File: config.mk
export PLATFORM = sky130hd
export DESIGN_NAME = lsu_unit
export DESIGN_NICKNAME = d
export VERILOG_FILES = /design/src/verilog/lsu_pkg.sv /design/src/verilog/lsu_req_stage.sv /design/src/verilog/lsu_mem_issue.sv /design/src/verilog/lsu_tag_table.sv /design/src/verilog/lsu_load_format.sv /design/src/verilog/lsu_unit.sv
export VERILOG_INCLUDE_DIRS = /design/src /design/src/verilog
export SDC_FILE = /design/constraint.sdc
export NUM_CORES = 1
export LEC_CHECK = 0
export ABC_AREA = 1
export ABC_CLOCK_PERIOD_IN_PS = 26300
export BUFFER_PORTS_ARGS = -buffer_cell sky130_fd_sc_hd__buf_4
export CORE_AREA = 3 3 375 377
export DETAILED_ROUTE_END_ITERATION = 10
export DIE_AREA = 0 0 378 380
export PLACE_DENSITY_LB_ADDON = 0.05
export SYNTH_ARGS = -nofsm -noshare
export SYNTH_HDL_FRONTEND = slang
export SYNTH_SLANG_ARGS = --single-unit
File: constraint.sdc
create_clock -name clk -period 26.3 [get_ports clk]
set_input_delay 3.945 -clock clk [delete_from_list [all_inputs] [get_ports clk]]
set_output_delay 3.945 -clock clk [all_outputs]
set_load 0.05 [all_outputs]
File: src/verilog/lsu_consts.svh
`ifndef LSU_CONSTS_SVH
`define LSU_CONSTS_SVH

// lanes per warp
`define LSU_NUM_LANES 4

`define LSU_WID_BITS 2
`define LSU_RD_BITS 5

// outstanding load slots
`define LSU_TAGQ_SIZE 4
`define LSU_TAG_BITS 2

`endif

File: src/verilog/lsu_pkg.sv
`default_nettype none

package lsu_pkg;

    // bit 3 marks a store, bit 2 zero-extension, bits 1:0 log2 of the size
    typedef enum logic [3:0] {
        LB  = 4'b0000,
        LH  = 4'b0001,
        LW  = 4'b0010,
        LBU = 4'b0100,
        LHU = 4'b0101,
        SB  = 4'b1000,
        SH  = 4'b1001,
        SW  = 4'b1010
    } lsu_op_e;

endpackage

`default_nettype wire

File: src/verilog/lsu_req_stage.sv
`default_nettype none
`include "lsu_consts.svh"

module lsu_req_stage (
    input  wire                                  clk,
    input  wire                                  reset,
    input  wire                                  req_valid,
    input  wire lsu_pkg::lsu_op_e                req_op,
    input  wire [`LSU_WID_BITS-1:0]              req_wid,
    input  wire [31:0]                           req_pc,
    input  wire [`LSU_NUM_LANES-1:0]             req_tmask,
    input  wire [`LSU_NUM_LANES-1:0][31:0]       req_base_addr,
    input  wire [31:0]                           req_offset,
    input  wire [`LSU_RD_BITS-1:0]               req_rd,
    input  wire [`LSU_NUM_LANES-1:0][31:0]       req_store_data,
    input  wire                                  stall,
    output logic                                 req_ready,
    output logic                                 stg_valid,
    output lsu_pkg::lsu_op_e                     stg_op,
    output logic [`LSU_WID_BITS-1:0]             stg_wid,
    output logic [31:0]                          stg_pc,
    output logic [`LSU_NUM_LANES-1:0]            stg_tmask,
    output logic [`LSU_NUM_LANES-1:0][31:0]      stg_addr,
    output logic [`LSU_RD_BITS-1:0]              stg_rd,
    output logic [`LSU_NUM_LANES-1:0][31:0]      stg_data
);
    logic [`LSU_NUM_LANES-1:0][31:0] full_addr;

    // effective address per lane
    always_comb begin
        for (int i = 0; i < `LSU_NUM_LANES; i++) begin
            full_addr[i] = req_base_addr[i] + req_offset;
        end
    end

    assign req_ready = ~(stall && stg_valid);

    always_ff @(posedge clk) begin
        if (reset) begin
            stg_valid <= 1'b0;
        end else if (~stall) begin
            stg_valid <= req_valid;
        end
    end

    always_ff @(posedge clk) begin
        if (~stall) begin
            stg_op    <= req_op;
            stg_wid   <= req_wid;
            stg_pc    <= req_pc;
            stg_tmask <= req_tmask;
            stg_addr  <= full_addr;
            stg_rd    <= req_rd;
            stg_data  <= req_store_data;
        end
    end

endmodule

`default_nettype wire

File: src/verilog/lsu_mem_issue.sv
`default_nettype none
`include "lsu_consts.svh"

module lsu_mem_issue (
    input  wire                                  clk,
    input  wire                                  reset,
    input  wire                                  stg_valid,
    input  wire lsu_pkg::lsu_op_e                stg_op,
    input  wire [`LSU_WID_BITS-1:0]              stg_wid,
    input  wire [31:0]                           stg_pc,
    input  wire [`LSU_NUM_LANES-1:0]             stg_tmask,
    input  wire [`LSU_NUM_LANES-1:0][31:0]       stg_addr,
    input  wire [`LSU_NUM_LANES-1:0][31:0]       stg_data,
    input  wire [`LSU_NUM_LANES-1:0]             mem_req_ready,
    input  wire [`LSU_TAG_BITS-1:0]              tag_free,
    input  wire                                  tag_full,
    input  wire                                  st_commit_ready,
    output logic [`LSU_NUM_LANES-1:0]            mem_req_valid,
    output logic [`LSU_NUM_LANES-1:0][29:0]      mem_req_addr,
    output logic [`LSU_NUM_LANES-1:0][3:0]       mem_req_byteen,
    output logic [`LSU_NUM_LANES-1:0][31:0]      mem_req_data,
    output logic                                 mem_req_rw,
    output logic [`LSU_TAG_BITS-1:0]             mem_req_tag,
    output logic                                 alloc,
    output logic [`LSU_NUM_LANES-1:0]            alloc_tmask,
    output logic                                 stall,
    output logic                                 st_commit_valid,
    output logic [`LSU_WID_BITS-1:0]             st_commit_wid,
    output logic [31:0]                          st_commit_pc,
    output logic [`LSU_NUM_LANES-1:0]            st_commit_tmask
);
    logic                           is_store;
    logic                           dep_ready;
    logic                           all_sent;
    logic                           advance;
    logic                           is_start;
    logic [`LSU_NUM_LANES-1:0]      lane_fire;
    logic [`LSU_NUM_LANES-1:0]      sent_mask;
    logic [`LSU_NUM_LANES-1:0]      sent_mask_n;
    logic [`LSU_TAG_BITS-1:0]       tag_hold;

    // top op bit marks a store
    assign is_store = stg_op[3];

    // loads need a free slot before the first lane leaves
    assign dep_ready = is_store ? st_commit_ready : ~(tag_full && is_start);

    // every active lane either goes now or went earlier
    assign all_sent    = &(mem_req_ready | sent_mask | ~stg_tmask);
    assign advance     = stg_valid && dep_ready && all_sent;
    assign stall       = stg_valid && ~advance;
    assign lane_fire   = mem_req_valid & mem_req_ready;
    assign sent_mask_n = sent_mask | lane_fire;

    always_comb begin
        for (int i = 0; i < `LSU_NUM_LANES; i++) begin
            mem_req_valid[i] = stg_valid && dep_ready && stg_tmask[i] && ~sent_mask[i];
            mem_req_addr[i]  = stg_addr[i][31:2];
            mem_req_data[i]  = stg_data[i] << {stg_addr[i][1:0], 3'b000};
            case (stg_op)
                lsu_pkg::SB: mem_req_byteen[i] = 4'b0001 << stg_addr[i][1:0];
                lsu_pkg::SH: mem_req_byteen[i] = stg_addr[i][1] ? 4'b1100 : 4'b0011;
                default:     mem_req_byteen[i] = 4'b1111;
            endcase
        end
    end

    assign mem_req_rw = is_store;

    // later partial sends reuse the slot taken on the first one
    assign mem_req_tag = is_start ? tag_free : tag_hold;
    assign alloc       = ~is_store && is_start && (|lane_fire);
    assign alloc_tmask = stg_tmask;

    always_ff @(posedge clk) begin
        if (reset) begin
            sent_mask <= '0;
            is_start  <= 1'b1;
        end else if (advance) begin
            sent_mask <= '0;
            is_start  <= 1'b1;
        end else begin
            sent_mask <= sent_mask_n;
            is_start  <= (sent_mask_n == '0);
        end
    end

    always_ff @(posedge clk) begin
        if (alloc) begin
            tag_hold <= tag_free;
        end
    end

    // store retires with its last lane
    assign st_commit_valid = stg_valid && is_store && all_sent;
    assign st_commit_wid   = stg_wid;
    assign st_commit_pc    = stg_pc;
    assign st_commit_tmask = stg_tmask;

endmodule

`default_nettype wire

File: src/verilog/lsu_tag_table.sv
`default_nettype none
`include "lsu_consts.svh"

module lsu_tag_table (
    input  wire                                  clk,
    input  wire                                  reset,
    input  wire                                  alloc,
    input  wire [`LSU_WID_BITS-1:0]              alloc_wid,
    input  wire [31:0]                           alloc_pc,
    input  wire [`LSU_RD_BITS-1:0]               alloc_rd,
    input  wire lsu_pkg::lsu_op_e                alloc_op,
    input  wire [`LSU_NUM_LANES-1:0]             alloc_tmask,
    input  wire [`LSU_NUM_LANES-1:0][1:0]        alloc_byte_offs,
    input  wire                                  rsp_fire,
    input  wire [`LSU_TAG_BITS-1:0]              rsp_tag,
    input  wire [`LSU_NUM_LANES-1:0]             rsp_tmask,
    output logic [`LSU_TAG_BITS-1:0]             tag_free,
    output logic                                 tag_full,
    output logic                                 tag_empty,
    output logic [`LSU_WID_BITS-1:0]             rd_wid,
    output logic [31:0]                          rd_pc,
    output logic [`LSU_RD_BITS-1:0]              rd_rd,
    output lsu_pkg::lsu_op_e                     rd_op,
    output logic [`LSU_NUM_LANES-1:0][1:0]       rd_byte_offs,
    output logic                                 rsp_last
);
    logic [`LSU_TAGQ_SIZE-1:0]          used;
    logic [`LSU_WID_BITS-1:0]           wid_mem  [`LSU_TAGQ_SIZE];
    logic [31:0]                        pc_mem   [`LSU_TAGQ_SIZE];
    logic [`LSU_RD_BITS-1:0]            rd_mem   [`LSU_TAGQ_SIZE];
    lsu_pkg::lsu_op_e                   op_mem   [`LSU_TAGQ_SIZE];
    logic [`LSU_NUM_LANES-1:0][1:0]     offs_mem [`LSU_TAGQ_SIZE];
    logic [`LSU_NUM_LANES-1:0]          rem_mask [`LSU_TAGQ_SIZE];
    logic [`LSU_NUM_LANES-1:0]          rem_mask_n;

    // lowest free entry wins
    always_comb begin
        tag_free = '0;
        for (int i = `LSU_TAGQ_SIZE - 1; i >= 0; i--) begin
            if (~used[i]) begin
                tag_free = `LSU_TAG_BITS'(i);
            end
        end
    end

    assign tag_full  = &used;
    assign tag_empty = ~|used;

    assign rd_wid       = wid_mem[rsp_tag];
    assign rd_pc        = pc_mem[rsp_tag];
    assign rd_rd        = rd_mem[rsp_tag];
    assign rd_op        = op_mem[rsp_tag];
    assign rd_byte_offs = offs_mem[rsp_tag];

    // lanes still owed after this response
    assign rem_mask_n = rem_mask[rsp_tag] & ~rsp_tmask;
    assign rsp_last   = (rem_mask_n == '0);

    always_ff @(posedge clk) begin
        if (reset) begin
            used <= '0;
        end else begin
            if (alloc) begin
                used[tag_free] <= 1'b1;
            end
            if (rsp_fire && rsp_last) begin
                used[rsp_tag] <= 1'b0;
            end
        end
    end

    always_ff @(posedge clk) begin
        if (alloc) begin
            wid_mem[tag_free]  <= alloc_wid;
            pc_mem[tag_free]   <= alloc_pc;
            rd_mem[tag_free]   <= alloc_rd;
            op_mem[tag_free]   <= alloc_op;
            offs_mem[tag_free] <= alloc_byte_offs;
            rem_mask[tag_free] <= alloc_tmask;
        end
        if (rsp_fire) begin
            rem_mask[rsp_tag] <= rem_mask_n;
        end
    end

endmodule

`default_nettype wire

File: src/verilog/lsu_load_format.sv
`default_nettype none
`include "lsu_consts.svh"

module lsu_load_format (
    input  wire                                  clk,
    input  wire                                  reset,
    input  wire                                  mem_rsp_valid,
    input  wire [`LSU_NUM_LANES-1:0]             mem_rsp_tmask,
    input  wire [`LSU_NUM_LANES-1:0][31:0]       mem_rsp_data,
    input  wire [`LSU_WID_BITS-1:0]              rd_wid,
    input  wire [31:0]                           rd_pc,
    input  wire [`LSU_RD_BITS-1:0]               rd_rd,
    input  wire lsu_pkg::lsu_op_e                rd_op,
    input  wire [`LSU_NUM_LANES-1:0][1:0]        rd_byte_offs,
    input  wire                                  rsp_last,
    input  wire                                  ld_commit_ready,
    output logic                                 mem_rsp_ready,
    output logic                                 rsp_fire,
    output logic                                 ld_commit_valid,
    output logic [`LSU_WID_BITS-1:0]             ld_commit_wid,
    output logic [31:0]                          ld_commit_pc,
    output logic [`LSU_NUM_LANES-1:0]            ld_commit_tmask,
    output logic [`LSU_RD_BITS-1:0]              ld_commit_rd,
    output logic [`LSU_NUM_LANES-1:0][31:0]      ld_commit_data,
    output logic                                 ld_commit_eop
);
    logic                               stall;
    logic [`LSU_NUM_LANES-1:0][31:0]    fmt_data;

    assign stall         = ld_commit_valid && ~ld_commit_ready;
    assign mem_rsp_ready = ~stall;
    assign rsp_fire      = mem_rsp_valid && mem_rsp_ready;

    // pick half, then byte, then extend
    always_comb begin
        logic [15:0] half_w;
        logic [7:0]  byte_w;
        for (int i = 0; i < `LSU_NUM_LANES; i++) begin
            half_w = rd_byte_offs[i][1] ? mem_rsp_data[i][31:16] : mem_rsp_data[i][15:0];
            byte_w = rd_byte_offs[i][0] ? half_w[15:8] : half_w[7:0];
            case (rd_op)
                lsu_pkg::LB:  fmt_data[i] = {{24{byte_w[7]}}, byte_w};
                lsu_pkg::LH:  fmt_data[i] = {{16{half_w[15]}}, half_w};
                lsu_pkg::LBU: fmt_data[i] = {24'b0, byte_w};
                lsu_pkg::LHU: fmt_data[i] = {16'b0, half_w};
                default:      fmt_data[i] = mem_rsp_data[i];
            endcase
        end
    end

    always_ff @(posedge clk) begin
        if (reset) begin
            ld_commit_valid <= 1'b0;
        end else if (~stall) begin
            ld_commit_valid <= mem_rsp_valid;
        end
    end

    // held while the commit side waits
    always_ff @(posedge clk) begin
        if (~stall) begin
            ld_commit_wid   <= rd_wid;
            ld_commit_pc    <= rd_pc;
            ld_commit_tmask <= mem_rsp_tmask;
            ld_commit_rd    <= rd_rd;
            ld_commit_data  <= fmt_data;
            ld_commit_eop   <= rsp_last;
        end
    end

endmodule

`default_nettype wire

File: src/verilog/lsu_unit.sv
`default_nettype none
`include "lsu_consts.svh"

module lsu_unit (
    input  wire                                  clk,
    input  wire                                  reset,

    input  wire                                  req_valid,
    input  wire lsu_pkg::lsu_op_e                req_op,
    input  wire [`LSU_WID_BITS-1:0]              req_wid,
    input  wire [31:0]                           req_pc,
    input  wire [`LSU_NUM_LANES-1:0]             req_tmask,
    input  wire [`LSU_NUM_LANES-1:0][31:0]       req_base_addr,
    input  wire [31:0]                           req_offset,
    input  wire [`LSU_RD_BITS-1:0]               req_rd,
    input  wire [`LSU_NUM_LANES-1:0][31:0]       req_store_data,
    output logic                                 req_ready,

    output logic [`LSU_NUM_LANES-1:0]            mem_req_valid,
    output logic [`LSU_NUM_LANES-1:0][29:0]      mem_req_addr,
    output logic [`LSU_NUM_LANES-1:0][3:0]       mem_req_byteen,
    output logic [`LSU_NUM_LANES-1:0][31:0]      mem_req_data,
    output logic                                 mem_req_rw,
    output logic [`LSU_TAG_BITS-1:0]             mem_req_tag,
    input  wire [`LSU_NUM_LANES-1:0]             mem_req_ready,

    input  wire                                  mem_rsp_valid,
    input  wire [`LSU_NUM_LANES-1:0]             mem_rsp_tmask,
    input  wire [`LSU_NUM_LANES-1:0][31:0]       mem_rsp_data,
    input  wire [`LSU_TAG_BITS-1:0]              mem_rsp_tag,
    output logic                                 mem_rsp_ready,

    output logic                                 st_commit_valid,
    output logic [`LSU_WID_BITS-1:0]             st_commit_wid,
    output logic [31:0]                          st_commit_pc,
    output logic [`LSU_NUM_LANES-1:0]            st_commit_tmask,
    input  wire                                  st_commit_ready,

    output logic                                 ld_commit_valid,
    output logic [`LSU_WID_BITS-1:0]             ld_commit_wid,
    output logic [31:0]                          ld_commit_pc,
    output logic [`LSU_NUM_LANES-1:0]            ld_commit_tmask,
    output logic [`LSU_RD_BITS-1:0]              ld_commit_rd,
    output logic [`LSU_NUM_LANES-1:0][31:0]      ld_commit_data,
    output logic                                 ld_commit_eop,
    input  wire                                  ld_commit_ready
);
    // staged instruction
    logic                               stg_valid;
    lsu_pkg::lsu_op_e                   stg_op;
    logic [`LSU_WID_BITS-1:0]           stg_wid;
    logic [31:0]                        stg_pc;
    logic [`LSU_NUM_LANES-1:0]          stg_tmask;
    logic [`LSU_NUM_LANES-1:0][31:0]    stg_addr;
    logic [`LSU_RD_BITS-1:0]            stg_rd;
    logic [`LSU_NUM_LANES-1:0][31:0]    stg_data;
    logic                               stall;

    // slot allocation and lookup
    logic                               alloc;
    logic [`LSU_NUM_LANES-1:0]          alloc_tmask;
    logic [`LSU_NUM_LANES-1:0][1:0]     alloc_byte_offs;
    logic [`LSU_TAG_BITS-1:0]           tag_free;
    logic                               tag_full;
    logic                               tag_empty;
    logic [`LSU_WID_BITS-1:0]           rd_wid;
    logic [31:0]                        rd_pc;
    logic [`LSU_RD_BITS-1:0]            rd_rd;
    lsu_pkg::lsu_op_e                   rd_op;
    logic [`LSU_NUM_LANES-1:0][1:0]     rd_byte_offs;
    logic                               rsp_last;
    logic                               rsp_fire;

    for (genvar i = 0; i < `LSU_NUM_LANES; i++) begin : g_offs
        assign alloc_byte_offs[i] = stg_addr[i][1:0];
    end

    lsu_req_stage u_req_stage (.*);

    lsu_mem_issue u_mem_issue (.*);

    lsu_tag_table u_tag_table (
        .alloc_wid (stg_wid),
        .alloc_pc  (stg_pc),
        .alloc_rd  (stg_rd),
        .alloc_op  (stg_op),
        .rsp_tag   (mem_rsp_tag),
        .rsp_tmask (mem_rsp_tmask),
        .*
    );

    lsu_load_format u_load_format (.*);

endmodule

`default_nettype wire

==> impl_metrics.tcl <==
set metrics [dict create \
    critPathTopFamily "simple AND/OR/NAND/NOR gates" \
    drive_above_1_share 0.248 \
    globalplace.congestion 0.873 \
    power_per_cell_area_mw_per_mm2 77.8 \
    critical_path_class "in -> out" \
    final_nets 5261 \
    num_rows 136 \
    die-area_mm2 0.144 \
    cts_made_buffers 90 \
    cts_max_level 3 \
    setup_violations 0 \
    skew_ps 59.9 \
    rsz0062_at_grt "no" \
    wl_mm 160 \
    drv_slew 0 \
    wire_per_inst_um 24.4 \
    max_freq_ghz 0.110 \
    crit_path_end_kind "output pin" \
    path_clk_slew_ps 60 \
    tritoncts "done" \
    seq_area_frac_synth 0.572 \
    cp_data_required_time_ps 22350 \
    cp_max_fo 6 \
    clockRootBuffer "clkbuf_16" \
    dp_slack_ps 17160 \
    hold_viol 0 \
    cp.buffers_inverters 3 \
    ioPinCount 964 \
    hp-class "reg -> reg" \
    insertion_delay_ps 710 \
    hold_buffers 0 \
    crit_arrival_ps 5180 \
    first_iter_violations 1953 \
    r2r_cells 10 \
    fp.coreArea_mm2 0.137 \
    crit_slowest_cell "nor2_1" \
    cts.repair.resized 0 \
    dieWidth_um 378 \
    cts.sink_count 708 \
    avgSynthCellArea_um2 9.73 \
    grt.overflow.total 0 \
    ys_types 46 \
    via_per_inst 4.67 \
    grt_pass1_wl_mm 224 \
    relSlewSlack 0.212 \
    antenna_found_initial 45 \
    synth_warnings 0 \
    drt.antenna.violating_nets 0 \
    rr_startpoint "u_req_stage.stg_op[3]" \
    ir_drop_mv 0.0497 \
    synth_most_common_cell "nand2_1" \
    synthTopCellsByArea "edfxtp_1 (57%), nand2_1 (10%), ha_1 (4.2%)" \
    r2r-end "u_tag_table.wid_mem[1][1]" \
    area.growth.synth_to_final_pct 30.5 \
    drc_errors 0 \
    synth_nets 4410 \
    start_util 0.269 \
    holdPathEnd "u_tag_table.used[1]" \
    ys_seq_elements 708 \
    die_h_um 380 \
    vias 30600 \
    setup_ws_ps 17180 \
    min_from "u_tag_table.used[1]" \
    synth_edf_count 697 \
    port_buffers 963 \
    grt_max_degree 151 \
    grt_pass1_vias 30700 \
    track_usage 0.216 \
    syn_area_mm2 0.0370 \
    finalCriticalPeriod_ps 9120 \
    path_cells "buf_4 -> nor2_1 -> nor2_1 -> nand2_1 -> nor3_1 -> buf_4 -> buf_4" \
    dp_hpwl_mm 124 \
    first_pass_iters 5 \
    synth_top_area_share 0.566 \
    cts_setup_buffers 0 \
    maxCapViolCount 0 \
    status "finished clean" \
    p_leak_nw 21.1 \
    crit_path_max_incr_delay_ps 300 \
    synth_common_cells "nand2_1 (982), edfxtp_1 (697), nor2_1 (318), inv_1 (301)" \
    fin_crit_sh 0.347 \
    critPathMostFrequentCell "buf_4" \
    synthCells 3803 \
    cp-start-kind "input pin" \
    holdPathStages 2 \
    clockBufferDepth 3 \
    yosysTopAreaCell "edfxtp_1" \
    dominantRegCellSynth "edfxtp_1" \
    async_reset_ff_frac 0 \
    worstMarginPinSlew_ps 1180 \
    finalSetupTns_ps 0 \
    reg2reg_slack_ps 22520 \
]
registers in the layout, summed over array words and instances, names as in the netlist, 4 cells and up:
name                           flops
u_req_stage.stg_data             128
u_tag_table.used                   4
u_tag_table.rd_mem                20
u_tag_table.pc_mem               128
u_load_format.ld_commit_rd         5
u_tag_table.op_mem                16
u_tag_table.rem_mask              16
u_req_stage.stg_addr             128
u_req_stage.stg_rd                 5
u_tag_table.offs_mem              32
u_mem_issue.sent_mask              4
u_load_format.ld_commit_data     128
u_req_stage.stg_op                 4
u_tag_table.wid_mem                8
u_req_stage.stg_pc                32
u_load_format.ld_commit_tmask      4
u_req_stage.stg_tmask              4
u_load_format.ld_commit_pc        32
cell usage in the layout (no fill, tap or decap), types with 9 or more instances in the layout:
cell,Yosys,layout
buf_4,126,990
nand2_1,982,979
edfxtp_1,697,697
nor2_1,318,315
inv_1,301,300
nand3_1,285,285
a21oi_1,285,285
o21ai_0,157,157
ha_1,124,124
a22oi_1,93,93
clkbuf_16,0,90
xor2_1,58,58
nor3_1,43,42
mux2i_1,29,29
nand4_1,28,28
diode_2,0,27
clkbuf_1,62,20
o21bai_1,18,18
clkinv_1,0,18
o21a_1,16,16
clkinv_2,0,15
o211ai_1,11,11
dfxtp_1,11,11
a21oi_2,10,10
nand3b_1,10,10
inv_2,8,9
xnor2_1,9,9
routing by layer:
layer  vias to the layer above  routed length [um]  global-route usage
met5                         -                 180                   0
met4                        26                3350              0.0572
met3                       182               12700              0.0664
met2                       911               80100               0.378
met1                     14600               63500               0.255
li1                      14800                   -                   -
cells by family (layout without fill, tap and decap cells):
group	count (synthesis)	in the layout	synth area share
simple gates	1710	1710	0.194
flops	708	708	0.572
compound gates	619	619	0.0955
buf+inv	542	1464	0.0714
fa+ha+maj	128	128	0.0441
xor+xnor	67	67	0.0159
mux	29	29	0.00785
other cells	0	27	0
power breakdown:
part	internal (W)	leakage, nW	switching [W]
clock	0.000717	1.42	0.000518
sequential	0.00137	7.00	0.0000458
combinational	0.000303	12.7	0.000799
worst min-delay path, stage by stage, from the launching register on:
cell and delay (ps):
dfxtp_1 310, inv_1 60, a21oi_1 60
final cells by class:
cell class	instances	area (um2)
diodes	27	67.6
clock buffers	112	2350
clock inverters	51	574
fillers	14300	89200
inverters	310	1170
multi-input cells	2553	13300
flip-flops and latches	708	21200
well taps	1794	2240
repair buffers	991	7450
worst max path at each step:
stage / from / end / slack, ps / cells past startpoint
5_1_grt: st_commit_ready / mem_req_valid[2] / 17040 / 7
3_3_place_gp: st_commit_ready / mem_req_valid[2] / 17160 / 7
2_1_floorplan: ld_commit_ready / mem_rsp_ready / 14420 / 2
4_1_cts: st_commit_ready / mem_req_valid[2] / 17160 / 7
3_5_place_dp: st_commit_ready / mem_req_valid[2] / 17160 / 7
6_report: st_commit_ready / mem_req_valid[2] / 17180 / 7
stage by stage:
step | area (um2) | util | power [W] | std cells | hold WS (ps)
after floorplan | 37000 | - | 0.00218 | 3803 | 441
after global placement | 45300 | 0.329 | 0.00256 | 6356 | 454
after detailed placement | 45300 | 0.329 | 0.00256 | 6356 | 458
after CTS | 48200 | 0.351 | 0.00382 | 6519 | 467
after global routing | 48200 | 0.351 | 0.00393 | 6531 | 498
final | 48300 | 0.351 | 0.00376 | 6546 | 469
Note: power is estimated with default switching activity, not from simulation.
